File: config.mk
export PLATFORM = sky130hd
export DESIGN_NAME = gpio_io
export DESIGN_NICKNAME = d
export VERILOG_FILES = /design/src/gpio_io.sv
export VERILOG_INCLUDE_DIRS = /design/src /design/src/src
export SDC_FILE = /design/constraint.sdc
export NUM_CORES = 1
export LEC_CHECK = 0
export ABC_CLOCK_PERIOD_IN_PS = 800
export BUFFER_PORTS_ARGS = -buffer_cell sky130_fd_sc_hd__clkbuf_2
export CORE_MARGIN = 2
export CORE_UTILIZATION = 35
export CTS_CLUSTER_DIAMETER = 120
export CTS_CLUSTER_SIZE = 16
export DETAILED_ROUTE_END_ITERATION = 8
export GPL_ROUTABILITY_DRIVEN = 0
export PLACE_DENSITY_LB_ADDON = 0.15
export SYNTH_ARGS = -nofsm -noshare
export SYNTH_HDL_FRONTEND = slang
export SYNTH_SLANG_ARGS = --single-unit
File: constraint.sdc
create_clock -name tcb -period 0.8 [get_ports tcb]
set_input_delay 0.08 -clock tcb [delete_from_list [all_inputs] [get_ports tcb]]
set_output_delay 0.08 -clock tcb [all_outputs]
set_load 0.05 [all_outputs]
File: src/tcb_lite_macros.svh
`ifndef TCB_LITE_MACROS_SVH
`define TCB_LITE_MACROS_SVH

// bus widths
`define TCB_ADR_W 32
`define TCB_DAT_W 32
`define TCB_BEN_W 4

// memory holds 256 words, addressed by 10 byte-address bits
`define MEM_ADR_W 10

// address map, region sizes given as the number of offset bits
`define MEM_BASE      32'h0000_0000
`define MEM_REGION_W  12
`define GPIO_BASE     32'h0001_0000
`define GPIO_REGION_W 8

// pin count
`define GPIO_W 16

`endif

File: src/gpio_io.sv
`timescale 1ns/1ps

`include "tcb_lite_macros.svh"

module gpio_io (
    input  logic               tcb,
    input  logic               reset,
    input  logic [`GPIO_W-1:0] gpio_i,
    input  logic [`GPIO_W-1:0] out_val,
    input  logic [`GPIO_W-1:0] oe_val,
    output logic [`GPIO_W-1:0] in_sync,
    output logic [`GPIO_W-1:0] rise_evt,
    output logic [`GPIO_W-1:0] gpio_o,
    output logic [`GPIO_W-1:0] gpio_e
);

    // two synchronizer stages and the previous synchronized sample
    logic [`GPIO_W-1:0] sync_0;
    logic [`GPIO_W-1:0] sync_1;
    logic [`GPIO_W-1:0] sync_prev;

    always_ff @(posedge tcb) begin
        if (reset) begin
            sync_0    <= '0;
            sync_1    <= '0;
            sync_prev <= '0;
        end else begin
            sync_0    <= gpio_i;
            sync_1    <= sync_0;
            sync_prev <= sync_1;
        end
    end

    assign in_sync  = sync_1;
    // low to high since the last sample
    assign rise_evt = sync_1 & ~sync_prev;

    // pad drive straight from the registers
    assign gpio_o = out_val;
    assign gpio_e = oe_val;

endmodule : gpio_io

==> reports/summary.txt <==
status: finished with violations
failing checks: negative setup slack
DRT Wirelength: 3.34 mm
Die X-Extent: 72.6 um
number of clock sinks: 48
clock tree skew after final layout: 0.00680 ns
met2 track demand over resource: 22.3%
max-slew violations: 0
Synth area leaders: sky130_fd_sc_hd__dfxtp_1 58%, sky130_fd_sc_hd__nor2b_1 24%, sky130_fd_sc_hd__buf_4 15%, sky130_fd_sc_hd__buf_6 2.1%, sky130_fd_sc_hd__buf_2 0.61%
count of antenna-violating nets left after detailed routing: 0
post-synthesis cell count: 149
Crit. End Element: output pin
max cap viols: 0
first-pass GRT wire length: 4.95 mm
top achievable clock speed: 959 MHz
count of vias placed by the detailed router: 1,002
GRT Util Overall: 12.8%
Crit path buffers/inverters: 1
R2R depth: 1
Setup Crit Path Kind: reg2out
n_diodes: 0
Reg2Reg Launch Point: in_sync[12]$_SDFF_PP0_
TritonCTS Buffers: 5
maximum clock insertion buffer count: 2
Commonest cells post-synth: 64 x sky130_fd_sc_hd__nor2b_1, 48 x sky130_fd_sc_hd__dfxtp_1, 32 x sky130_fd_sc_hd__buf_4
Global Route met3 Usage: 5.97%
number of enable-type register cells in the synthesized netlist: 0
worst ir drop on vdd: 0.851 mV
clock latency on the worst-skew pair: 0.29 ns
net count after synthesis: 199
syn_area_per_cell: 11.0 sq um
setup TNS: -5.34 ns
register bit total from synthesis: 48
hold path cells: 2
layout-stage area growth over the synthesis result: 53.0%
fraction of synthesis flops using an asynchronous set or reset pin: 0%
data arrival time of the worst path: 0.96 ns
Synthesis Warnings: 0
proportion of layout cells with a drive suffix above 1: 49.7%
vias per cell: 4.19
type of the worst min-delay path: in2reg
fin util: 56.6%
final non-filler cell total: 239
number of core rows: 24
crit path launch type: flip-flop
effective utilization at floorplan: 37.0%
final worst setup slack: -0.243 ns
Cells after DPL: 215
PortBufs: 49
TritonRoute pass-1 iters: 2
drt wl/cell: 14.0 um
aggregate global routing overflow: 0
number of antenna violations at the first check in global routing: 0
Top Family by Delay on Critical Path: flip-flops
fraction of synthesized cell area taken by the top area cell type: 58.4%
Yosys top cell by area: sky130_fd_sc_hd__dfxtp_1
final hold violation count: 0
cell with the most instances after synthesis: sky130_fd_sc_hd__nor2b_1
static power due to leakage: 1.06 nW
clock tree from TritonCTS: built
final setup violation count: 32
cells traversed along the worst timing path: nor2b_4 > buf_8
Endpoint, Worst Hold: sync_0[7]$_SDFF_PP0_
Post-synth top flop: sky130_fd_sc_hd__dfxtp_1
portion of the clock cycle consumed by the worst path in the final layout: 130%
Final min period: 1.04 ns
setup repair after global routing missed its margin: true
highest cell delay on the worst timing path: 0.36 ns
total power divided by cell area: 2070 mW/mm^2
PnR Total Power: 0.00522 W
gr busiest metal: met2
Nets: 237
startpoint of the worst hold path: gpio_i[7]
measured slew at the worst slew-check pin: 0.151 ns
cell chosen for the clock root: sky130_fd_sc_hd__clkbuf_8
data required time at the worst endpoint: 0.72 ns
Worst-path clk slew: 0.09 ns
Global Route met1 Usage: 11.6%
Slew HR: 90.0%
H-tree levels: 2
# DRC: 0
part of the Yosys area used for sequential elements: 58.4%
Yosys cell types: 5
setup slack of the worst register-to-register path: 0.21 ns
area enclosed by the die boundary: 0.00527 sq mm
HPWL after detailed placement: 2.27 mm
Slowest-stage cell, CP: sky130_fd_sc_hd__dfxtp_4
Die H: 72.6 um
largest net degree at the start of global routing: 26
maximum fanout along the worst path: 3
worst r2r dst: sync_prev[12]$_SDFF_PP0_
area of the mapped netlist: 0.00165 sq mm
initial DRC count: 41
boundary pin count: 114
vias in the first global route: 972
floorplan core area: 0.00444 sq mm
[registers in the layout (all words and copies together), names as in the netlist]
signal     count
sync_prev     16
in_sync       16
sync_0        16
[worst max path at each step]
stage                                start      endpoint  slack (ns)  depth (start not counted)
global route        in_sync[14]$_SDFF_PP0_  rise_evt[14]       -0.28                          2
floorplan            in_sync[0]$_SDFF_PP0_   rise_evt[0]       -0.05                          1
finish              in_sync[14]$_SDFF_PP0_  rise_evt[14]       -0.24                          2
global placement     in_sync[9]$_SDFF_PP0_   rise_evt[9]       0.004                          2
CTS                 in_sync[13]$_SDFF_PP0_  rise_evt[13]       -0.25                          2
detailed placement  in_sync[12]$_SDFF_PP0_  rise_evt[12]       -0.01                          2
[per-stage QoR]
stage	hold slack (ns)	cell area, sq um	worst slack (ns)
after detailed placement	0.161	1910	-0.0134
after global placement	0.161	1910	0.00449
after global routing	0.0101	2520	-0.284
after floorplan	0.208	1830	-0.0530
final	0.00351	2520	-0.243
after CTS	0.00239	2420	-0.254
[area by class of cell]
cell class	instances	area, sq um
Fill cell	377	1930
Sequential cell	48	1020
Timing Repair Buffer	68	782
Multi-Input combinational cell	64	520
Clock buffer	5	68.8
Tap cell	52	65.1
Clock inverter	2	60.1
[timing repair]
action | CTS | global route
hold buffers | 13 | 1
setup endpoints to repair | 32 | 32
hold endpoints to repair | 13 | 1
resized for setup | 58 | 39
setup buffers | 0 | 3
[kinds of logic after synthesis]
group	synth area share [%]
flops	58.4
simple gates	24.3
buf+inv	17.3
[cell usage in the layout (no fill, tap or decap)]
cell,Yosys,layout
sky130_fd_sc_hd__buf_8,0,28
sky130_fd_sc_hd__buf_6,3,2
sky130_fd_sc_hd__nor2b_1,64,48
sky130_fd_sc_hd__clkbuf_8,0,6
sky130_fd_sc_hd__bufinv_16,0,2
sky130_fd_sc_hd__buf_12,0,3
sky130_fd_sc_hd__dfxtp_1,48,32
sky130_fd_sc_hd__nor2b_4,0,16
sky130_fd_sc_hd__buf_4,32,2
sky130_fd_sc_hd__dfxtp_4,0,16
sky130_fd_sc_hd__clkbuf_16,0,1
sky130_fd_sc_hd__clkbuf_2,0,17
sky130_fd_sc_hd__dlygate4sd3_1,0,14
[routing by layer]
metal / share of wire [%] / vias to the layer above
met3: 8.8 / 24
met5: 0 / -
met1: 31 / 442
li1: - / 489
met4: 4.3 / 0
met2: 56 / 47
[report_power, final]
part / leakage, nW / total (W) / switching (W) / internal [W]
registers: 0.406 / 0.00251 / 0.0000568 / 0.00245
clock network: 0.0642 / 0.00199 / 0.000759 / 0.00123
logic: 0.586 / 0.000721 / 0.000353 / 0.000368
total: 1.06 / 0.00522 / 0.00117 / 0.00405
(Power assumes the default switching activity.)
