**config.mk**
```make
export PLATFORM = sky130hd
export DESIGN_NAME = tcb_lite_dec
export DESIGN_NICKNAME = d
export VERILOG_FILES = /design/src/tcb_lite_pkg.sv /design/src/tcb_lite_dec.sv
export VERILOG_INCLUDE_DIRS = /design/src /design/src/src
export SDC_FILE = /design/constraint.sdc
export NUM_CORES = 1
export LEC_CHECK = 0
export BUFFER_PORTS_ARGS = -buffer_cell sky130_fd_sc_hd__buf_2
export CAP_MARGIN = 20
export CORE_AREA = 2 2 66 68
export DETAILED_ROUTE_END_ITERATION = 10
export DIE_AREA = 0 0 68 70
export PLACE_DENSITY = 0.75
export SETUP_SLACK_MARGIN = 0.2
export SYNTH_ARGS = -nofsm -noshare
export SYNTH_HDL_FRONTEND = slang
export SYNTH_SLANG_ARGS = --single-unit
```
**constraint.sdc**
```tcl
create_clock -name tcb -period 1.5 [get_ports tcb]
set_input_delay 0.075 -clock tcb [delete_from_list [all_inputs] [get_ports tcb]]
set_output_delay 0.075 -clock tcb [all_outputs]
set_load 0.02 [all_outputs]
```
**src/tcb_lite_macros.svh**
```systemverilog
`ifndef TCB_LITE_MACROS_SVH
`define TCB_LITE_MACROS_SVH

// bus widths
`define TCB_ADR_W 32
`define TCB_DAT_W 32
`define TCB_BEN_W 4

// memory holds 256 words, addressed by 10 byte-address bits
`define MEM_ADR_W 10

// address map, region sizes given as the number of offset bits
`define MEM_BASE      32'h0000_0000
`define MEM_REGION_W  12
`define GPIO_BASE     32'h0001_0000
`define GPIO_REGION_W 8

// pin count
`define GPIO_W 16

`endif

```
**src/tcb_lite_pkg.sv**
```systemverilog
package tcb_lite_pkg;

    `include "tcb_lite_macros.svh"

    ////////////////////////////////////////
    // bus level types
    ////////////////////////////////////////

    // one enable bit per data byte
    typedef logic [`TCB_BEN_W-1:0] tcb_ben_t;

    // target of a single transfer
    typedef enum logic [1:0] {
        SEL_MEM  = 2'd0,
        SEL_GPIO = 2'd1,
        // anything unmapped lands here
        SEL_ERR  = 2'd2
    } tcb_sel_t;

endpackage : tcb_lite_pkg

```
**src/tcb_lite_dec.sv**
```systemverilog
`timescale 1ns/1ps

`include "tcb_lite_macros.svh"

module tcb_lite_dec (
    input  logic                  tcb,
    input  logic                  reset,
    // manager side
    input  logic                  vld,
    input  logic [`TCB_ADR_W-1:0] adr,
    output logic [`TCB_DAT_W-1:0] rdt,
    output logic                  err,
    // subordinate strobes
    output logic                  mem_vld,
    output logic                  gpio_vld,
    output logic                  err_vld,
    // subordinate responses
    input  logic [`TCB_DAT_W-1:0] mem_rdt,
    input  logic [`TCB_DAT_W-1:0] gpio_rdt,
    input  logic [`TCB_DAT_W-1:0] sub_err_rdt,
    input  logic                  sub_err_err
);

    import tcb_lite_pkg::*;

    // current selection and the one from the previous cycle
    tcb_sel_t sel;
    tcb_sel_t sel_dly;
    // previous cycle carried a transfer
    logic     trn_dly;

    ////////////////////////////////////////
    // address decode
    ////////////////////////////////////////

    // compare only the bits above each region's offset
    always_comb begin
        if ((adr >> `MEM_REGION_W) == (`MEM_BASE >> `MEM_REGION_W)) begin
            sel = SEL_MEM;
        end else if ((adr >> `GPIO_REGION_W) == (`GPIO_BASE >> `GPIO_REGION_W)) begin
            sel = SEL_GPIO;
        end else begin
            sel = SEL_ERR;
        end
    end

    // one strobe per transfer
    assign mem_vld  = vld && (sel == SEL_MEM);
    assign gpio_vld = vld && (sel == SEL_GPIO);
    assign err_vld  = vld && (sel == SEL_ERR);

    ////////////////////////////////////////
    // response path
    ////////////////////////////////////////

    // transfer flag follows vld by one cycle
    always_ff @(posedge tcb) begin
        if (reset) begin
            trn_dly <= 1'b0;
        end else begin
            trn_dly <= vld;
        end
    end

    // selection only matters when trn_dly is set
    always_ff @(posedge tcb) begin
        if (vld) begin
            sel_dly <= sel;
        end
    end

    // idle cycles return zero
    always_comb begin
        rdt = '0;
        err = 1'b0;
        if (trn_dly) begin
            case (sel_dly)
                SEL_MEM:  rdt = mem_rdt;
                SEL_GPIO: rdt = gpio_rdt;
                default: begin
                    rdt = sub_err_rdt;
                    err = sub_err_err;
                end
            endcase
        end
    end

    // every transfer goes to exactly one subordinate
    a_one_strobe : assert property (@(posedge tcb) disable iff (reset)
        vld |-> $onehot({mem_vld, gpio_vld, err_vld}));

endmodule : tcb_lite_dec

```
==> flow_summary.ini <==
[power_and_ir_drop]
power.total_mw = 0.799
power_density_nw_per_um2 = 396
ir_worst_vdd_mv = 0.429
p_leak_nw = 1.18

[floorplan]
die-area_sq_um = 4760
dieHeight_um = 70
start_util_pct = 25.4
io_pins = 168
die_w_um = 68
rows = 24
core-area_sq_um = 4140

[route]
highest_layer = met3
routed-wl-met3_um = 395
vias = 1643
drc_errors = 0
dr_wl_met2_um = 2100
drt_iter0_markers = 27
vias_per_cell = 4.45
postRouteAntennaNets = 0
first_pass_iters = 4
wl_met1_um = 1420
routed_wl_um = 3920
wl_per_cell_um = 10.6

[cells_and_area]
stdcell_count = 369
seqCellArea_sq_um = 80.1
multi_input_area_sq_um = 930
drive_above_1_share_pct = 54.6
nets = 450
nFillCells = 423
area_delta_synth_final_pct = 91.8
diodes = 0

[synth]
synthFlopType = edfxtp_1
synth-edff-count = 2
synth_area_leaders = mux2i_1, and2_1, o21ai_0
syn_area_sq_um = 1050
yosys.area.top_type = mux2i_1
synth.most_common_cell = nand2_1
netlist.area_leader.share_pct = 30.5
synth_seq_area_share_pct = 7.62
synthArstFlopShare_pct = 0
syn-num-nets = 295
syn_area_per_cell_sq_um = 6.45
synth-seq-cells = 3
synthCells = 163
synthDistinctLibCells = 18
ys_warn_count = 0
yosys-top-cells-count = nand2_1, and2_1, mux2i_1, o21ai_0, clkbuf_1

[status]
status = complete, but fails checks
violations = negative setup slack

[setup_path]
crit_required_ns = 1.42
arrival_ns = 1.44
critical_path.max_stage_delay_ns = 0.43
path_max_fanout = 16
critPathCaptureType = output port
crit_path_cell_trace = buf_12 -> mux2i_1 -> o21ai_0 -> and2_1 -> buf_2
crit_slowest_cell = edfxtp_1
critPathKind = flip-flop to output port
critPathLaunchType = flip-flop

[clock_network]
clock_path_buffers = 2
tritoncts = built
cts_htree_levels = 1
clockRootBuffer = clkbuf_8
holdBufCountCts = 0
cts_buffers = 3
clkTransAtPathRegs_ns = 0.03
cts_sinks = 3

[grt]
grt-ovfl-total = 0
grt_use_total_pct = 14.8
grt_max_degree = 66
grt_pass1_vias = 1533
grt_pass1_wl_um = 5800
antenna_found_initial = 0

[sta]
setup_violations = 12
tightest_slew_ns = 0.352
finalCriticalPeriod_ns = 1.52
layout_setup_ws_ns = -0.0183
grt_setup_unrepaired = true
maxSlewHeadroom_pct = 76.3
max_freq_mhz = 659
period_share_pct = 101
slew_viol_final = 0
hold_violations = 0

[flow_run]
max-cap-violations = 0

[placement]
portBuffers = 159
placedCellCount = 365
dpl.hpwl_um = 3180
place.gp.congestion = 0.757

[hold_path]
hold_class = input port to flip-flop
min_path_cells = 2
worst paths after layout:
kind / slack, ns / start / endpoint
hold / removal: 0.007 / reset / trn_dly$_SDFF_PP0_
setup / recovery: -0.02 / sel_dly[0]$_DFFE_PP_ / rdt[5]
registers in the layout, indices dropped and copies added, names as in the netlist:
name	flops
sel_dly	2
trn_dly	1
routing by layer:
metal	vias up	track usage, %
met5	-	0
met4	0	2.00
met3	0	1.61
met2	88	32.4
met1	683	13.8
li1	872	-
logic make-up (layout without fill, tap and decap cells):
| kind of cell | count (synthesis) | count (layout) | synth area share (%) |
|---|---|---|---|
| AND/OR/NAND/NOR | 80 | 80 | 38.9 |
| AO/OA/AOI/OAI | 33 | 33 | 16.2 |
| multiplexers | 32 | 32 | 30.5 |
| flip-flops | 3 | 3 | 7.62 |
| buffers and inverters | 15 | 169 | 6.78 |
placed cells by master, fill, tap and decap left out, drive strengths merged:
master	netlist	layout
clkbuf	8	4
nor4	7	7
nor2	1	1
or3	1	1
nor3	2	2
inv	1	1
and3	1	1
and2	32	32
edfxtp	2	2
mux2i	32	32
nand3	1	1
o31a	1	1
o21ai	32	32
buf	6	164
nor2b	1	1
dfxtp	1	1
nand2	34	34
worst max-delay path: cells and delay by family (launching register included):
kind | cells | cell delay (ns)
AO/OA/AOI/OAI | 1 | 0.09
AND/OR/NAND/NOR | 1 | 0.16
flip-flops | 1 | 0.43
buffers and inverters | 2 | 0.35
multiplexers | 1 | 0.20
per-stage QoR:
| stage | hold WS (ns) | util, % | setup slack, ns | setup TNS [ns] | cell area [sq um] |
|---|---|---|---|---|---|
| 2_1_floorplan | 0.142 | - | 0.204 | 0 | 1060 |
| 6_report | 0.00720 | 48.6 | -0.0183 | -0.0856 | 2020 |
| 5_1_grt | 0.0116 | 48.6 | -0.111 | -2.72 | 2020 |
| 3_5_place_dp | 0.228 | 46.5 | 0.182 | 0 | 1930 |
| 4_1_cts | 0.00313 | 47.7 | -0.0364 | -0.457 | 1980 |
| 3_3_place_gp | 0.230 | 46.5 | 0.170 | 0 | 1930 |
what timing repair did:
action                                  CTS  global route
pin swaps                                 0             1
setup buffers                             0             0
cloned                                    0             0
endpoints found under the setup margin   32            35
gates resized for setup                   3            14
final cells by class:
cell class / instances / share of cell area (%)
Inverter: 1 / 0.186
Tap cell: 52 / 3.23
Timing Repair Buffer: 164 / 44.3
Sequential cell: 3 / 3.97
Multi-Input combinational cell: 145 / 46.1
Clock buffer: 4 / 2.23
report_power, final:
part,leakage (nW),switching (mW),internal (mW)
logic,1.13,0.216,0.250
clock network,0.0228,0.0547,0.181
registers,0.0279,0.00389,0.0930
No activity file was read; power rests on OpenSTA's default activity.
