## src/tcb_lite_macros.svh

```systemverilog
`ifndef TCB_LITE_MACROS_SVH
`define TCB_LITE_MACROS_SVH

// bus widths
`define TCB_ADR_W 32
`define TCB_DAT_W 32
`define TCB_BEN_W 4

// memory holds 256 words, addressed by 10 byte-address bits
`define MEM_ADR_W 10

// address map, region sizes given as the number of offset bits
`define MEM_BASE      32'h0000_0000
`define MEM_REGION_W  12
`define GPIO_BASE     32'h0001_0000
`define GPIO_REGION_W 8

// pin count
`define GPIO_W 16

`endif

```

## src/tcb_lite_sub_err.sv

```systemverilog
`timescale 1ns/1ps

`include "tcb_lite_macros.svh"

module tcb_lite_sub_err (
    input  logic                  tcb,
    input  logic                  reset,
    input  logic                  err_vld,
    input  logic [`TCB_ADR_W-1:0] adr,
    output logic [`TCB_DAT_W-1:0] rdt,
    output logic                  err,
    output logic                  bus_fault,
    output logic [`TCB_ADR_W-1:0] fault_adr
);

    // no data behind this subordinate
    assign rdt = '0;

    // error response and fault address capture
    always_ff @(posedge tcb) begin
        if (reset) begin
            err       <= 1'b0;
            fault_adr <= '0;
        end else begin
            err <= err_vld;
            if (err_vld) begin
                fault_adr <= adr;
            end
        end
    end

    // strobe lines up with the error response
    assign bus_fault = err;

    // a long strobe only comes from faults issued back to back
    a_fault_pulse : assert property (@(posedge tcb) disable iff (reset)
        (bus_fault && $past(bus_fault)) |-> ($past(err_vld) && $past(err_vld, 2)));

endmodule : tcb_lite_sub_err

```

## config.mk

```make
export PLATFORM = sky130hd
export DESIGN_NAME = tcb_lite_sub_err
export DESIGN_NICKNAME = d
export VERILOG_FILES = /design/src/tcb_lite_sub_err.sv
export VERILOG_INCLUDE_DIRS = /design/src /design/src/src
export SDC_FILE = /design/constraint.sdc
export NUM_CORES = 1
export LEC_CHECK = 0
export ABC_CLOCK_PERIOD_IN_PS = 1340
export BUFFER_PORTS_ARGS = -buffer_cell sky130_fd_sc_hd__buf_2
export CORE_UTILIZATION = 25
export DETAILED_ROUTE_END_ITERATION = 8
export SYNTH_ARGS = -nofsm -noshare
export SYNTH_HDL_FRONTEND = slang
export SYNTH_SLANG_ARGS = --single-unit
export TNS_END_PERCENT = 20
```

## constraint.sdc

```tcl
create_clock -name tcb -period 1.34 [get_ports tcb]
set_input_delay 0.067 -clock tcb [delete_from_list [all_inputs] [get_ports tcb]]
set_output_delay 0.067 -clock tcb [all_outputs]
set_load 0.02 [all_outputs]
```

==> impl_metrics.yaml, run 1 <==
worst_hold_path:
  hold_path.startpoint: "adr[11]"
  min_to: "fault_adr[11]$_SDFFE_PP0P_"
  holdPathStages: 3
  min_path_type: "primary input to register"
clock_tree:
  cts_tree: "yes"
  cts_setup_buffers: 0
  clk_latency_ps: 270
  clockBufferDepth: 2
  cts_resized: 0
  cts_inserted_buffers: 5
  cts_root_buffer: "clkbuf_8"
  cts.clk_slew.worst_paths_ps: 60
  clock-sinks: 33
  cts-hold-fix-buffers: 0
  htreeDepth: 2
sta:
  fin_crit_ps: 854
  skew_ps: 0
  fmax_ghz: 1.17
  worst_hold_slack_ps: 22.8
  hold_viol: 0
  setup_viol: 0
  finalSetupTns_ps: 0
  rsz0062_at_grt: "no"
  period_share: 0.638
  maxSlewViolCount: 0
finish:
  instances_no_fill: 280
  postLayoutCellArea_um2: 1780
  insertedDiodeCount: 0
  drive_gt1_frac: 0.370
  final_nets: 242
  syn_to_final_growth_pct: 22.6
critical_path:
  r2r_slack_ps: 720
  worst_path_dominant_cell_family: "flip-flops"
  endpoint_kind: "output pin"
  r2r_start: "fault_adr[4]$_SDFFE_PP0P_"
  crit_slowest_cell: "dfxtp_1"
  worstPathCellList: "buf_2"
  reg2reg_depth: 2
  startpoint_type: "register"
  critPathArrivalTime_ps: 790
  critPathMaxStageDelay_ps: 350
  crit_required_ps: 1270
  crit_fanout: 2
  crit_type: "register to output pin"
  critPathBufInv: 1
  r2r_end: "fault_adr[4]$_SDFFE_PP0P_"
synth:
  synth-async-reset-ratio: 0
  synth_edf_count: 0
  yosysWarnings: 0
  synth.area.top_cells: "dfxtp_1 (45%), mux2i_1 (22%), buf_4 (17%)"
  netlist_top_cells_count: "buf_4 (33), dfxtp_1 (33), mux2i_1 (32)"
  postSynthAreaPerCell_um2: 10.4
  postSynthCellCount: 140
  ys_seq_elements: 33
  synth_top_area_share: 0.454
  synth_ff_type: "dfxtp_1"
  synth_area_um2: 1450
  yosysUniqueCellTypes: 11
  yosysTopAreaCell: "dfxtp_1"
  ys_seq_area_frac: 0.454
pwr:
  peakVddDrop_mv: 0.367
  power-per-cell-area_nw_per_um2: 1210
  p_leak_nw: 0.988
  p_total_mw: 2.16
global_routing:
  grt_pass1_vias: 844
  antenna_found_initial: 0
  gr-total-overflow: 0
  grt_usage: 0.0842
  grt_max_degree: 34
  grt_pass1_wl_mm: 3.92
route:
  vias: 1038
  viasPerCell: 3.71
  wl_per_cell_um: 8.88
  first_iter_violations: 18
  dr.pass1.iters: 2
  drt-total-wl_mm: 2.49
  drc: 0
  antenna_left: 0
place:
  dp_cells: 272
  dp_hpwl_mm: 1.76
  globalplace.congestion: 0.615
  placed_area_um2: 1700
  portBuffers: 68
die:
  dieArea_um2: 6120
  die_h_um: 78.3
  die_x_um: 78.3
  core_um2: 5540
  initial_core_util: 0.262
  ios: 101
  num_rows: 27
outcome:
  status: "finished, final reports clean"
run:
  max-cap-violations: 0
## worst register-to-register path: cells and delay by family (launching register included)
kind | cells | cell delay [ps]
multiplexers | 1 | 160
flip-flops | 1 | 310
AND/OR/NAND/NOR | 1 | 40
## power by group
| group | leakage, nW | internal (mW) | switching, mW |
|---|---|---|---|
| registers | 0.273 | 1.04 | 0.0267 |
| clock network | 0.0395 | 0.368 | 0.324 |
| logic | 0.676 | 0.142 | 0.257 |
## logic make-up (layout without fill, tap and decap cells)
logic type    count (synthesis)  in the layout  synth area share
other cells                   1             32           0.00258
mux                          32             32             0.220
flops                        33             33             0.454
simple gates                 33             33            0.0904
buf+inv                      41             78             0.232
## registers in the layout, indices dropped and copies added, names as in the netlist
name,cells
bus_fault,1
fault_adr,32
## routing by layer
layer | wire length, um | share of wire | GRT usage
met5 | 0 | 0 | 0
met4 | 39 | 0.016 | 0.0389
met3 | 242 | 0.097 | 0.0384
met2 | 1090 | 0.44 | 0.126
met1 | 1110 | 0.45 | 0.102
## through the flow
stage | setup WS [ps] | util
2_1_floorplan | 655 | -
3_3_place_gp | 513 | 0.307
3_5_place_dp | 494 | 0.307
4_1_cts | 470 | 0.322
5_1_grt | 445 | 0.322
6_report | 486 | 0.322
## cell type report
cell class,count,area [um^2]
Clock buffer,8,80.1
Fill cell,614,3760
Multi-Input combinational cell,97,572
Timing Repair Buffer,70,380
Sequential cell,33,661
Tap cell,72,90.1
## layout by cell type, fill, tap and decap left out
cell type / Yosys / layout
buf_12: 3 / 2
buf_2: 3 / 68
clkbuf_1: 1 / 3
clkbuf_8: 0 / 5
conb_1: 1 / 32
dfxtp_1: 33 / 33
mux2i_1: 32 / 32
nor2_1: 30 / 30
nor2_2: 2 / 2
nor2b_1: 1 / 1
## worst max path at each step
stage,from,end,cells after the start
after detailed placement,err_vld,fault_adr[4]$_SDFFE_PP0P_,4
final,fault_adr[29]$_SDFFE_PP0P_,fault_adr[29],1
after global routing,fault_adr[17]$_SDFFE_PP0P_,fault_adr[17],1
after floorplan,err_vld,fault_adr[3]$_SDFFE_PP0P_,4
after global placement,err_vld,fault_adr[4]$_SDFFE_PP0P_,4
after CTS,fault_adr[29]$_SDFFE_PP0P_,fault_adr[29],1
(Power assumes the default switching activity.)
==> run 2, diff against run 1 <==
--- a/config.mk
+++ b/config.mk
@@ -6,7 +6,8 @@
 export SDC_FILE = /design/constraint.sdc
 export NUM_CORES = 1
 export LEC_CHECK = 0
-export ABC_CLOCK_PERIOD_IN_PS = 1340
+export ABC_AREA = 1
+export ABC_CLOCK_PERIOD_IN_PS = 900
 export BUFFER_PORTS_ARGS = -buffer_cell sky130_fd_sc_hd__buf_2
 export CORE_UTILIZATION = 25
 export DETAILED_ROUTE_END_ITERATION = 8
==> constraint.sdc (replaced) <==
create_clock -name tcb -period 0.9 [get_ports tcb]
set_input_delay 0.045 -clock tcb [delete_from_list [all_inputs] [get_ports tcb]]
set_output_delay 0.045 -clock tcb [all_outputs]
set_load 0.02 [all_outputs]
==> impl_metrics.yaml, run 2 <==
critical_path:
  crit_type: "register to output pin"
  critPathArrivalTime_ps: 800
  cp-startpoint: "fault_adr[29]$_SDFFE_PP0P_"
  startpoint_type: "register"
  critPathMaxStageDelay_ps: 340
  crit_required_ps: 850
  critPathBufInv: 1
  crit_slowest_cell: "dfxtp_1"
  worst_path_dominant_cell_family: "flip-flops"
  crit_fanout: 2
  r2r_start: "fault_adr[29]$_SDFFE_PP0P_"
  worstPathCellList: "buf_2"
  endpoint_kind: "output pin"
die:
  core_um2: 6060
  dieArea_um2: 6740
  initial_core_util: 0.265
  die_x_um: 82.1
  ios: 101
  num_rows: 28
  die_h_um: 82.1
synth:
  ys_seq_area_frac: 0.412
  synth_top_area_share: 0.412
  synth_area_um2: 1600
  postSynthAreaPerCell_um2: 6.68
  synth.area.top_cells: "dfxtp_1 (41%), buf_4 (16%), nor2_1 (15%)"
  postSynthCellCount: 240
  synth_ff_type: "dfxtp_1"
  yosysUniqueCellTypes: 8
  yosysWarnings: 0
  synth_edf_count: 0
  netlist_top_cells_count: "nor2_1 (65), nand2_1 (64), buf_4 (35)"
  synth-async-reset-ratio: 0
  synthMostInstantiatedCell: "nor2_1"
  ys_seq_elements: 33
  yosysTopAreaCell: "dfxtp_1"
global_routing:
  antenna_found_initial: 0
  gr-total-overflow: 0
  grt_usage: 0.0909
  grt_pass1_wl_mm: 4.55
  grt_pass1_vias: 1048
  grt_max_degree: 40
route:
  wl_per_cell_um: 8.02
  dr.pass1.iters: 4
  vias: 1371
  drc: 0
  antenna_left: 0
  viasPerCell: 3.57
  first_iter_violations: 36
  drt-total-wl_mm: 3.08
clock_tree:
  clk_latency_ps: 280
  cts_setup_buffers: 0
  htreeDepth: 2
  cts_tree: "yes"
  clockBufferDepth: 2
  cts_root_buffer: "clkbuf_8"
  clock-sinks: 33
  cts_inserted_buffers: 5
  cts.clk_slew.worst_paths_ps: 70
sta:
  fin_crit_ps: 848
  setup_viol: 0
  finalSetupTns_ps: 0
  period_share: 0.942
  skew_ps: 0
  fmax_ghz: 1.18
  hold_viol: 0
  setup_ws_ps: 52.4
  rsz0062_at_grt: "no"
  maxSlewViolCount: 0
finish:
  syn_to_final_growth_pct: 23.2
  largest_reg_flops: 32
  final_nets: 343
  insertedDiodeCount: 0
  final_cell_mix: "buf_2 (67), nor2_1 (65), nand2_1 (64)"
  instances_no_fill: 384
  final_core_util: 0.326
  drive_gt1_frac: 0.256
  final_common_cell: "buf_2"
  regMostFlops: "fault_adr"
  postLayoutCellArea_um2: 1980
worst_hold_path:
  min_path_type: "primary input to register"
  hold_path.startpoint: "adr[10]"
place:
  dp_hpwl_mm: 2.27
  portBuffers: 68
  placed_area_um2: 1880
  dp_cells: 375
  dp_slack_ps: 155
  globalplace.congestion: 0.593
pwr:
  p_leak_nw: 1.23
  peakVddDrop_mv: 0.549
  power-per-cell-area_nw_per_um2: 1710
outcome:
  status: "finished, final reports clean"
run:
  max-cap-violations: 0
-- run 2: cell count changes in the layout (fill, tap and decap cells not counted), sizes merged --
cell         change
nand2           +64
inv             +34
nor2            +33
mux2i           -32
buf              +2
clkbuf           -2
clkinv           +2
dlygate4sd3      +1
nor2b            -1
-- run 2: cell families after synthesis --
group                  share of synthesized area
AND/OR/NAND/NOR                            0.302
buffers and inverters                      0.284
other                                    0.00234
flip-flops                                 0.412
-- run 2: repair_timing --
| action | in CTS | in global routing |
|---|---|---|
| endpoints found under the setup margin | 0 | 1 |
| endpoints found under the hold margin | 1 | 0 |
| resized for setup | 0 | 1 |
| hold buffers | 1 | 0 |
-- run 2: final timing paths --
kind | endpoint | slack [ps] | cells after the start
worst max-delay path | fault_adr[29] | 50 | 1
worst min-delay path | fault_adr[10]$_SDFFE_PP0P_ | 40 | 5
worst max register to register | fault_adr[29]$_SDFFE_PP0P_ | 340 | 2
worst min register to register | fault_adr[22]$_SDFFE_PP0P_ | 470 | 2
-- run 2: power by group --
part	total, mW	internal [mW]	switching [mW]
clock	1.08	0.536	0.543
sequential	1.61	1.56	0.0480
combinational	0.698	0.232	0.465
-- run 2: stage by stage --
stage	hold WS, ps	power, mW
floorplan	116	2.24
global route	34.4	3.63
CTS	31.2	3.46
detailed placement	228	2.34
finish	42.4	3.39
global placement	219	2.33
-- run 2: routing by layer --
| layer | track usage | share of wire | vias to the layer above |
|---|---|---|---|
| li1 | - | - | 746 |
| met1 | 0.109 | 0.48 | 553 |
| met2 | 0.138 | 0.40 | 65 |
| met3 | 0.0385 | 0.10 | 7 |
| met4 | 0.0474 | 0.016 | 0 |
| met5 | 0 | 0 | - |
-- run 2: cell type report --
| type | instances | area (um^2) |
|---|---|---|
| sequential | 33 | 661 |
| tap | 75 | 93.8 |
| clock buffer | 6 | 72.6 |
| clock inverter | 2 | 10.0 |
| inverter | 34 | 128 |
| multi-input combinational | 161 | 604 |
| fill | 706 | 4080 |
| timing repair buffer | 73 | 408 |
