[config.mk]
export PLATFORM = sky130hd
export DESIGN_NAME = gpio_regs
export DESIGN_NICKNAME = d
export VERILOG_FILES = /design/src/gpio_pkg.sv /design/src/gpio_regs.sv
export VERILOG_INCLUDE_DIRS = /design/src /design/src/src
export SDC_FILE = /design/constraint.sdc
export NUM_CORES = 1
export LEC_CHECK = 0
export ABC_AREA = 1
export BUFFER_PORTS_ARGS = -buffer_cell sky130_fd_sc_hd__buf_2
export CORE_MARGIN = 2
export CORE_UTILIZATION = 35
export DETAILED_ROUTE_END_ITERATION = 16
export GPL_TIMING_DRIVEN = 0
export SLEW_MARGIN = 20
export SYNTH_ARGS = -nofsm -noshare
export SYNTH_HDL_FRONTEND = slang
export SYNTH_SLANG_ARGS = --single-unit
[constraint.sdc]
create_clock -name tcb -period 1.1 [get_ports tcb]
set_input_delay 0.055 -clock tcb [delete_from_list [all_inputs] [get_ports tcb]]
set_output_delay 0.055 -clock tcb [all_outputs]
set_load 0.01 [all_outputs]
[src/tcb_lite_macros.svh]
`ifndef TCB_LITE_MACROS_SVH
`define TCB_LITE_MACROS_SVH

// bus widths
`define TCB_ADR_W 32
`define TCB_DAT_W 32
`define TCB_BEN_W 4

// memory holds 256 words, addressed by 10 byte-address bits
`define MEM_ADR_W 10

// address map, region sizes given as the number of offset bits
`define MEM_BASE      32'h0000_0000
`define MEM_REGION_W  12
`define GPIO_BASE     32'h0001_0000
`define GPIO_REGION_W 8

// pin count
`define GPIO_W 16

`endif

[src/gpio_pkg.sv]
package gpio_pkg;

    `include "tcb_lite_macros.svh"

    // register offsets inside the gpio region
    typedef enum logic [`GPIO_REGION_W-1:0] {
        REG_OUT     = 8'h00,
        REG_SETCLR  = 8'h04,
        REG_OE      = 8'h08,
        REG_IN      = 8'h0C,
        REG_IRQ_ENA = 8'h10,
        REG_IRQ_PND = 8'h14
    } gpio_reg_e;

    // set mask in the upper half, clear mask in the lower half
    typedef struct packed {
        logic [`GPIO_W-1:0] set;
        logic [`GPIO_W-1:0] clr;
    } gpio_setclr_t;

    // one write word, seen either as a plain value or as set/clear masks
    typedef union packed {
        logic [`TCB_DAT_W-1:0] val;
        gpio_setclr_t          setclr;
    } gpio_wdt_u;

endpackage : gpio_pkg

[src/gpio_regs.sv]
`timescale 1ns/1ps

`include "tcb_lite_macros.svh"

module gpio_regs (
    input  logic                  tcb,
    input  logic                  reset,
    // bus access
    input  logic                  gpio_vld,
    input  logic                  wen,
    input  logic [`TCB_ADR_W-1:0] adr,
    input  gpio_pkg::gpio_wdt_u   wdt,
    output logic [`TCB_DAT_W-1:0] rdt,
    // pin logic
    output logic [`GPIO_W-1:0]    out_val,
    output logic [`GPIO_W-1:0]    oe_val,
    output logic [`GPIO_W-1:0]    irq_ena,
    input  logic [`GPIO_W-1:0]    in_sync,
    input  logic [`GPIO_W-1:0]    rise_evt,
    output logic                  irq
);

    import gpio_pkg::*;

    gpio_reg_e             reg_sel;
    logic                  wr;
    logic [`GPIO_W-1:0]    irq_pnd;
    logic [`GPIO_W-1:0]    pnd_clr;
    logic [`TCB_DAT_W-1:0] rd_val;

    assign reg_sel = gpio_reg_e'(adr[`GPIO_REGION_W-1:0]);
    assign wr      = gpio_vld && wen;
    // written ones clear pending bits
    assign pnd_clr = (wr && reg_sel == REG_IRQ_PND) ? wdt.val[`GPIO_W-1:0] : '0;

    ////////////////////////////////////////
    // register writes
    ////////////////////////////////////////

    always_ff @(posedge tcb) begin
        if (reset) begin
            out_val <= '0;
            oe_val  <= '0;
            irq_ena <= '0;
            irq_pnd <= '0;
            irq     <= 1'b0;
        end else begin
            if (wr) begin
                case (reg_sel)
                    REG_OUT:     out_val <= wdt.val[`GPIO_W-1:0];
                    // set applied last, so it wins over clear
                    REG_SETCLR:  out_val <= (out_val & ~wdt.setclr.clr) | wdt.setclr.set;
                    REG_OE:      oe_val  <= wdt.val[`GPIO_W-1:0];
                    REG_IRQ_ENA: irq_ena <= wdt.val[`GPIO_W-1:0];
                    default: ;
                endcase
            end
            // new event beats a clear in the same cycle
            irq_pnd <= (irq_pnd & ~pnd_clr) | rise_evt;
            irq     <= |(irq_pnd & irq_ena);
        end
    end

    ////////////////////////////////////////
    // register reads
    ////////////////////////////////////////

    // setclr and unmapped offsets read zero
    always_comb begin
        rd_val = '0;
        case (reg_sel)
            REG_OUT:     rd_val[`GPIO_W-1:0] = out_val;
            REG_OE:      rd_val[`GPIO_W-1:0] = oe_val;
            REG_IN:      rd_val[`GPIO_W-1:0] = in_sync;
            REG_IRQ_ENA: rd_val[`GPIO_W-1:0] = irq_ena;
            REG_IRQ_PND: rd_val[`GPIO_W-1:0] = irq_pnd;
            default: ;
        endcase
    end

    always_ff @(posedge tcb) begin
        if (gpio_vld && !wen) begin
            rdt <= rd_val;
        end
    end

    // output register only moves on a bus write
    a_out_hold : assert property (@(posedge tcb) disable iff (reset)
        !wr |=> $stable(out_val));

endmodule : gpio_regs

==> reports/results.ini, run 1 <==
[status]
outcome = complete, but fails checks
failed_checks = negative hold slack

[global_route]
grt_max_degree = 17
grt-ovfl-total = 0
antenna_found_initial = 0
grt_pass1_wl_um = 21900
grt_pass1_vias = 4223
grt_usage_pct = 21.5

[hold_path]
min_path_cells = 3
hp-class = input port to flip-flop
hold_end = irq_pnd[15]$_SDFF_PP0_
min-delay-start = rise_evt[15]

[power_and_ir_drop]
p_int_mw = 4.92
vdd_drop_max_mv = 0.985
p_seq_share_pct = 46.8
switching_share_pct = 26.2
leakage_nw = 3.33
comb_power_share_pct = 10.0
p_sw_mw = 1.74
clockPowerShare_pct = 43.3
power_density_nw_per_um2 = 1100

[yosys]
synthSimpleGateAreaFrac_pct = 36.7
mappedNetlistArea_sq_um = 4430
yosysWarningCount = 0
synthArstFlopShare_pct = 0
synth.area.mux_share_pct = 0
synthTopCellsByCount = 217 x nand2_1, 134 x nor2_1, 99 x inv_1, 65 x dfxtp_1, 26 x o21ai_0
synth_cell_types = 25
synth_compound_area_share_pct = 8.25
synth.avg_cell_area_sq_um = 6.39
ys_top_cells_by_area = dfxtp_1 29%, nand2_1 18%, nor2_1 11%
synth_fa_ha_area_share_pct = 0
yosysMostFrequentCell = nand2_1
synth_edf_count = 16
synth_top_family_by_area = simple AND/OR/NAND/NOR gates
yosysTopAreaCellShare_pct = 29.4
ys_ff_latch = 81
netlist_instances = 693
ys_seq_area_share_pct = 40.2
synthFlopType = dfxtp_1
synth_xor_area_share_pct = 0
synth_top_area_cell = dfxtp_1

[place]
place_congestion = 0.911
io_buffers = 139
placedInstanceArea_sq_um = 5410
dp_hpwl_um = 11400

[timing]
min_period_over_period_pct = 96.3
hold_ws_ns = -0.00107
grt_setup_unrepaired = true
hold_violations = 1
skew_ns = 0.00450
setup_viol = 0
tightestPinTransition_ns = 0.795
period_needed_ns = 1.06
relSlewSlack_pct = 47.0
slew_violations = 0
max_freq_mhz = 944

[detailed_routing]
drc = 0
route.vias.total = 4714
drt_pass1_iterations = 5
via_per_inst = 4.44
wl_per_cell_um = 13.7
ant_nets = 0
drt_iter0_drc = 310
wirelength_um = 14600

[cts]
clk_pin_slew_ns = 0.07
htree_num_levels = 3
clock_latency_ns = 0.33
clockBufferDepth = 2
cts_tree = yes
cts_made_buffers = 9
clock-sinks = 81
clockRootBuffer = clkbuf_16

[worst_setup_path]
ff2ff_setup_slack_ns = 0.04
cp_data_arrival_time_ns = 1.15
reg2reg_depth = 4
start_kind = flip-flop
worstPathRequired_ns = 1.19
criticalPathCategory = flip-flop to flip-flop
reg2reg_to = rdt[11]$_DFFE_PP_
worstReg2RegStart = out_val[11]$_SDFFE_PP0P_
critPathMaxStageDelay_ns = 0.31
critPathCaptureType = flip-flop
crit_path_top_delay_cell = dfxtp_1
cp_cell_sequence = inv_1 > nor2_2 > nor2_1 > nand2_1
crit_fanout = 3

[finish]
antenna_cells = 0
drive_gt1_share_pct = 27.4
nets = 984
final_area_sq_um = 6080
area_growth_syn_to_layout_pct = 37.2
n_fill_cell = 1348

[floorplan]
die_width_um = 116
initial_core_util_pct = 35.5
die_h_um = 116
coreArea_sq_um = 12500
ios = 181
num_rows = 41
die-area_sq_um = 13600

[flow_run]
maxCapViolations = 0

## power groups by stage
stage	Clock, mW	Combinational [mW]	Sequential, mW
2_1_floorplan	0	0.303	3.19
3_3_place_gp	0	0.589	3.19
3_5_place_dp	0	0.591	3.19
4_1_cts	2.91	0.637	3.12
5_1_grt	3.03	0.739	3.13
6_report	2.88	0.664	3.12
## routing by layer
| metal | wire [um] | part of all wire, % | global-route usage (%) |
|---|---|---|---|
| met1 | 6540 | 45 | 28.4 |
| met2 | 6650 | 46 | 35.4 |
| met3 | 1110 | 7.6 | 4.46 |
| met4 | 273 | 1.9 | 6.83 |
| met5 | 0 | 0 | 0 |
## stage by stage
| stage | instances | setup slack, ns | power (mW) | util, % | TNS [ns] |
|---|---|---|---|---|---|
| after floorplan | 708 | -0.00699 | 3.49 | - | -0.0489 |
| after global placement | 1019 | -0.513 | 3.77 | 43.4 | -25.63 |
| after detailed placement | 1019 | -0.519 | 3.78 | 43.4 | -25.67 |
| after CTS | 1051 | 0.00336 | 6.67 | 47.2 | 0 |
| after global routing | 1061 | -0.0353 | 6.90 | 48.7 | -0.123 |
| final | 1061 | 0.0403 | 6.67 | 48.7 | 0 |
## worst max-delay path by stage
stage	depth (start not counted)	start	to
after floorplan	11	adr[6]	rdt[0]$_DFFE_PP_
after global placement	11	adr[0]	rdt[6]$_DFFE_PP_
after detailed placement	11	adr[0]	rdt[6]$_DFFE_PP_
after CTS	12	adr[6]	rdt[14]$_DFFE_PP_
after global routing	7	gpio_vld	irq_pnd[11]$_SDFF_PP0_
final	4	out_val[11]$_SDFFE_PP0P_	rdt[11]$_DFFE_PP_
## layout make-up
cell class | count | area (sq um) | area share (%)
multi-input cells | 480 | 2150 | 35.3
flip-flops and latches | 81 | 1780 | 29.3
repair buffers | 166 | 958 | 15.8
inverters | 103 | 390 | 6.43
plain buffers | 43 | 305 | 5.02
clock buffers | 9 | 225 | 3.71
well taps | 172 | 215 | 3.54
clock inverters | 7 | 53.8 | 0.886
## what timing repair did
action | 4_1_cts | 5_1_grt
setup endpoints to repair | 25 | 51
hold buffers | 14 | 0
resized for setup | 12 | 37
buffers inserted | 3 | 10
hold endpoints to repair | 14 | 0
pin swaps | 1 | 5
## cells in the final DEF, fill, tap and decap left out, types with 4 or more instances in the layout
cell           netlist  routed
edfxtp_1            16      16
a21oi_1             17      17
inv_1               99      99
buf_2               15     145
o21bai_1            16      16
nand3_1             17      17
nor2_1             134     115
nor2_4               3       6
nor2_2               2      18
nand2_2              3       5
clkbuf_2             0       4
buf_4               18      31
o21ai_1              6       7
clkbuf_16            0       9
o21ai_0             26      25
nand4_1             20      20
dfxtp_1             65      65
dlygate4sd3_1        0      14
nand2_1            217     213
buf_6                2       6
conb_1               1      16
## registers in the layout, indices dropped and copies added, names as in the netlist
register and flops:
irq_ena 16, irq_pnd 16, oe_val 16, out_val 16, rdt 16, irq 1
## kinds of logic after synthesis
group	Yosys count
AOI/OAI and AO/OA	65
buffers and inverters	147
DFF	81
other	1
and+or+nand+nor	399
## critical path: cells and delay by family (launching register included)
| family | cells | cell delay, ns |
|---|---|---|
| buf+inv | 1 | 0.13 |
| simple gates | 3 | 0.37 |
| flops | 1 | 0.31 |
(Power assumes the default switching activity.)
==> inputs of run 2 (changes only) <==
Settings changed: HOLD_SLACK_MARGIN set to 0.12.
==> run 2 against run 1 <==
The flow now finishes without violations. Sequential share of layout area decreased by 0.86 points. Die area unchanged. Power increased by 0.72%. Sequential power about the same.
==> reports/results.ini, run 2 (synthesis gave the netlist of run 1 again) <==
[timing]
tightestPinTransition_ns = 0.805  ; was 0.795 ns
hold_ws_ns = 0.127  ; was -0.00107 ns
slew_violations = 0  ; unchanged
worst_slack_ns = 0.0481  ; was 0.0403 ns
grt_setup_unrepaired = true  ; unchanged
setup_viol = 0  ; unchanged
skew_ns = 0.00471  ; was 0.00450 ns
relSlewSlack_pct = 46.3  ; was 47.0%
min_period_over_period_pct = 95.6  ; was 96.3%
max_freq_mhz = 951  ; was 944 MHz
final.setup.tns_ns = 0  ; unchanged
period_needed_ns = 1.05  ; was 1.06 ns
hold_violations = 0  ; was 1

[finish]
n_fill_cell = 1335  ; was 1348
fin_util_pct = 50.2  ; was 48.7%
final_cells = 1080  ; was 1061
multi_input_area_sq_um = 2140  ; was 2150 sq um
layout_common_cells = 213 x nand2_1, 146 x buf_2, 115 x nor2_1  ; was 213 x nand2_1, 145 x buf_2, 115 x nor2_1
drive_gt1_share_pct = 26.9  ; was 27.4%
antenna_cells = 0  ; unchanged
nets = 1003  ; was 984
seq_area_sq_um = 1780  ; unchanged
area_growth_syn_to_layout_pct = 41.4  ; was 37.2%
final_area_sq_um = 6260  ; was 6080 sq um
final_common_cell = nand2_1  ; unchanged

[global_route]
grt_pass1_wl_um = 22300  ; was 21900 um
antenna_found_initial = 0  ; unchanged
grt_usage_pct = 21.8  ; was 21.5%
grt-ovfl-total = 0  ; unchanged
grt_max_degree = 17  ; unchanged
grt_pass1_vias = 4332  ; was 4223

[detailed_routing]
wl_per_cell_um = 13.8  ; was 13.7 um
ant_nets = 0  ; unchanged
drt_iter0_drc = 305  ; was 310
drc = 0  ; unchanged
wirelength_um = 14900  ; was 14600 um
via_per_inst = 4.44  ; about the same
drt_pass1_iterations = 5  ; unchanged
route.vias.total = 4794  ; was 4714

[place]
io_buffers = 139  ; unchanged
place_congestion = 0.911  ; unchanged
dp.cells = 1019  ; unchanged
dp_hpwl_um = 11400  ; unchanged
placedInstanceArea_sq_um = 5410  ; unchanged
dp_slack_ns = -0.519  ; unchanged

[hold_path]
hp-class = input port to flip-flop  ; unchanged

[worst_setup_path]
cpMostUsedCell = nand2_1
cp_data_arrival_time_ns = 1.14  ; was 1.15 ns
worstPathRequired_ns = 1.19  ; about the same
cp_cell_sequence = buf_2 > inv_1 > nand2_2 > nor2_4 > buf_12 > nand2_4 > inv_2 > buf_6 > nand2_1 > nand2_1 > nor2_2 > nand2_1  ; was inv_1 > nor2_2 > nor2_1 > nand2_1
crit_fanout = 10  ; was 3
critPathCaptureType = flip-flop  ; unchanged
criticalPathCategory = input port to flip-flop  ; was flip-flop to flip-flop
critPathMaxStageDelay_ns = 0.19  ; was 0.31 ns
path_delay_family = simple AND/OR/NAND/NOR gates  ; unchanged
start_kind = input port  ; was flip-flop
crit_path_top_delay_cell = nor2_2  ; was dfxtp_1
worst-path-buf-inv = 5  ; was 1

[power_and_ir_drop]
switching_share_pct = 26.0  ; was 26.2%
p_sw_mw = 1.75  ; was 1.74 mW
vdd_drop_max_mv = 0.980  ; was 0.985 mV
p_seq_share_pct = 46.5  ; was 46.8%
p_int_mw = 4.97  ; was 4.92 mW
leakage_nw = 3.40  ; was 3.33 nW
comb_power_share_pct = 10.7  ; was 10.0%
finalPower_mw = 6.72  ; was 6.67 mW
clockPowerShare_pct = 42.9  ; was 43.3%
power_density_nw_per_um2 = 1070  ; was 1100 nW/um^2

[floorplan]
coreArea_sq_um = 12500  ; unchanged
die_width_um = 116  ; unchanged
num_rows = 41  ; unchanged
ios = 181  ; unchanged
initial_core_util_pct = 35.5  ; unchanged
die-area_sq_um = 13600  ; unchanged
die_h_um = 116  ; unchanged

[cts]
htree_num_levels = 3  ; unchanged
clockBufferDepth = 2  ; unchanged
clock_latency_ns = 0.34  ; was 0.33 ns
clock-sinks = 81  ; unchanged
cts_made_buffers = 9  ; unchanged
clk_pin_slew_ns = 0.07  ; about the same
clockRootBuffer = clkbuf_16  ; unchanged
cts_tree = yes  ; unchanged

[status]
outcome = finished, final reports clean  ; was complete, but fails checks

[flow_run]
maxCapViolations = 0  ; unchanged

## run 2: cell types whose count changed in the layout (fill, tap and decap cells not counted)
| cell | delta |
|---|---|
| o21ai_1 | -1 |
| nor3_4 | -1 |
| inv_2 | -1 |
| o21ai_0 | +1 |
| inv_4 | +1 |
| buf_2 | +1 |
| dlygate4sd3_1 | +19 |
| nor3_2 | +1 |
| clkbuf_4 | -1 |
## run 2: tightest hold or removal path, delay by kind of cell
family / cells / cell delay (ns)
buffers and inverters: 3 / 0.14
AO/OA/AOI/OAI: 1 / 0.11
AND/OR/NAND/NOR: 1 / 0.04
## run 2: layout make-up
class	count	area share [%]
repair buffers	185	18.3
plain buffers	43	4.84
inverters	103	6.28
multi-input cells	480	34.2
clock inverters	7	0.859
well taps	172	3.44
flip-flops and latches	81	28.5
clock buffers	9	3.60
## run 2: power by group through the flow
stage / clock network (mW) / logic (mW) / registers [mW]
3_5_place_dp: 0 / 0.591 / 3.19
3_3_place_gp: 0 / 0.589 / 3.19
6_report: 2.88 / 0.718 / 3.12
5_1_grt: 3.03 / 0.796 / 3.13
4_1_cts: 2.91 / 0.689 / 3.12
2_1_floorplan: 0 / 0.303 / 3.19
## run 2: routing by layer
layer	global-route usage (%)	up-vias	routed length, um
li1	-	2492	-
met1	28.4	2108	6730
met2	36.3	176	6790
met3	4.36	18	1060
met4	7.22	0	305
met5	0	-	0
## run 2: final timing paths
kind                                  from  slack (ns)               endpoint  cells past startpoint
setup / recovery                    adr[6]        0.05       rdt[6]$_DFFE_PP_                     12
setup reg to reg  out_val[11]$_SDFFE_PP0P_        0.06      rdt[11]$_DFFE_PP_                      4
hold / removal                 in_sync[13]        0.13      rdt[13]$_DFFE_PP_                      5
hold reg to reg      irq_pnd[5]$_SDFF_PP0_        0.48  irq_pnd[5]$_SDFF_PP0_                      2
## run 2: timing repair
action	CTS	global route
setup endpoints to repair	25	51
endpoints found under the hold margin	42	0
gates cloned	0	0
gates resized for setup	12	35
buffers inserted	3	10
pin swaps	1	5
hold buffers	33	0
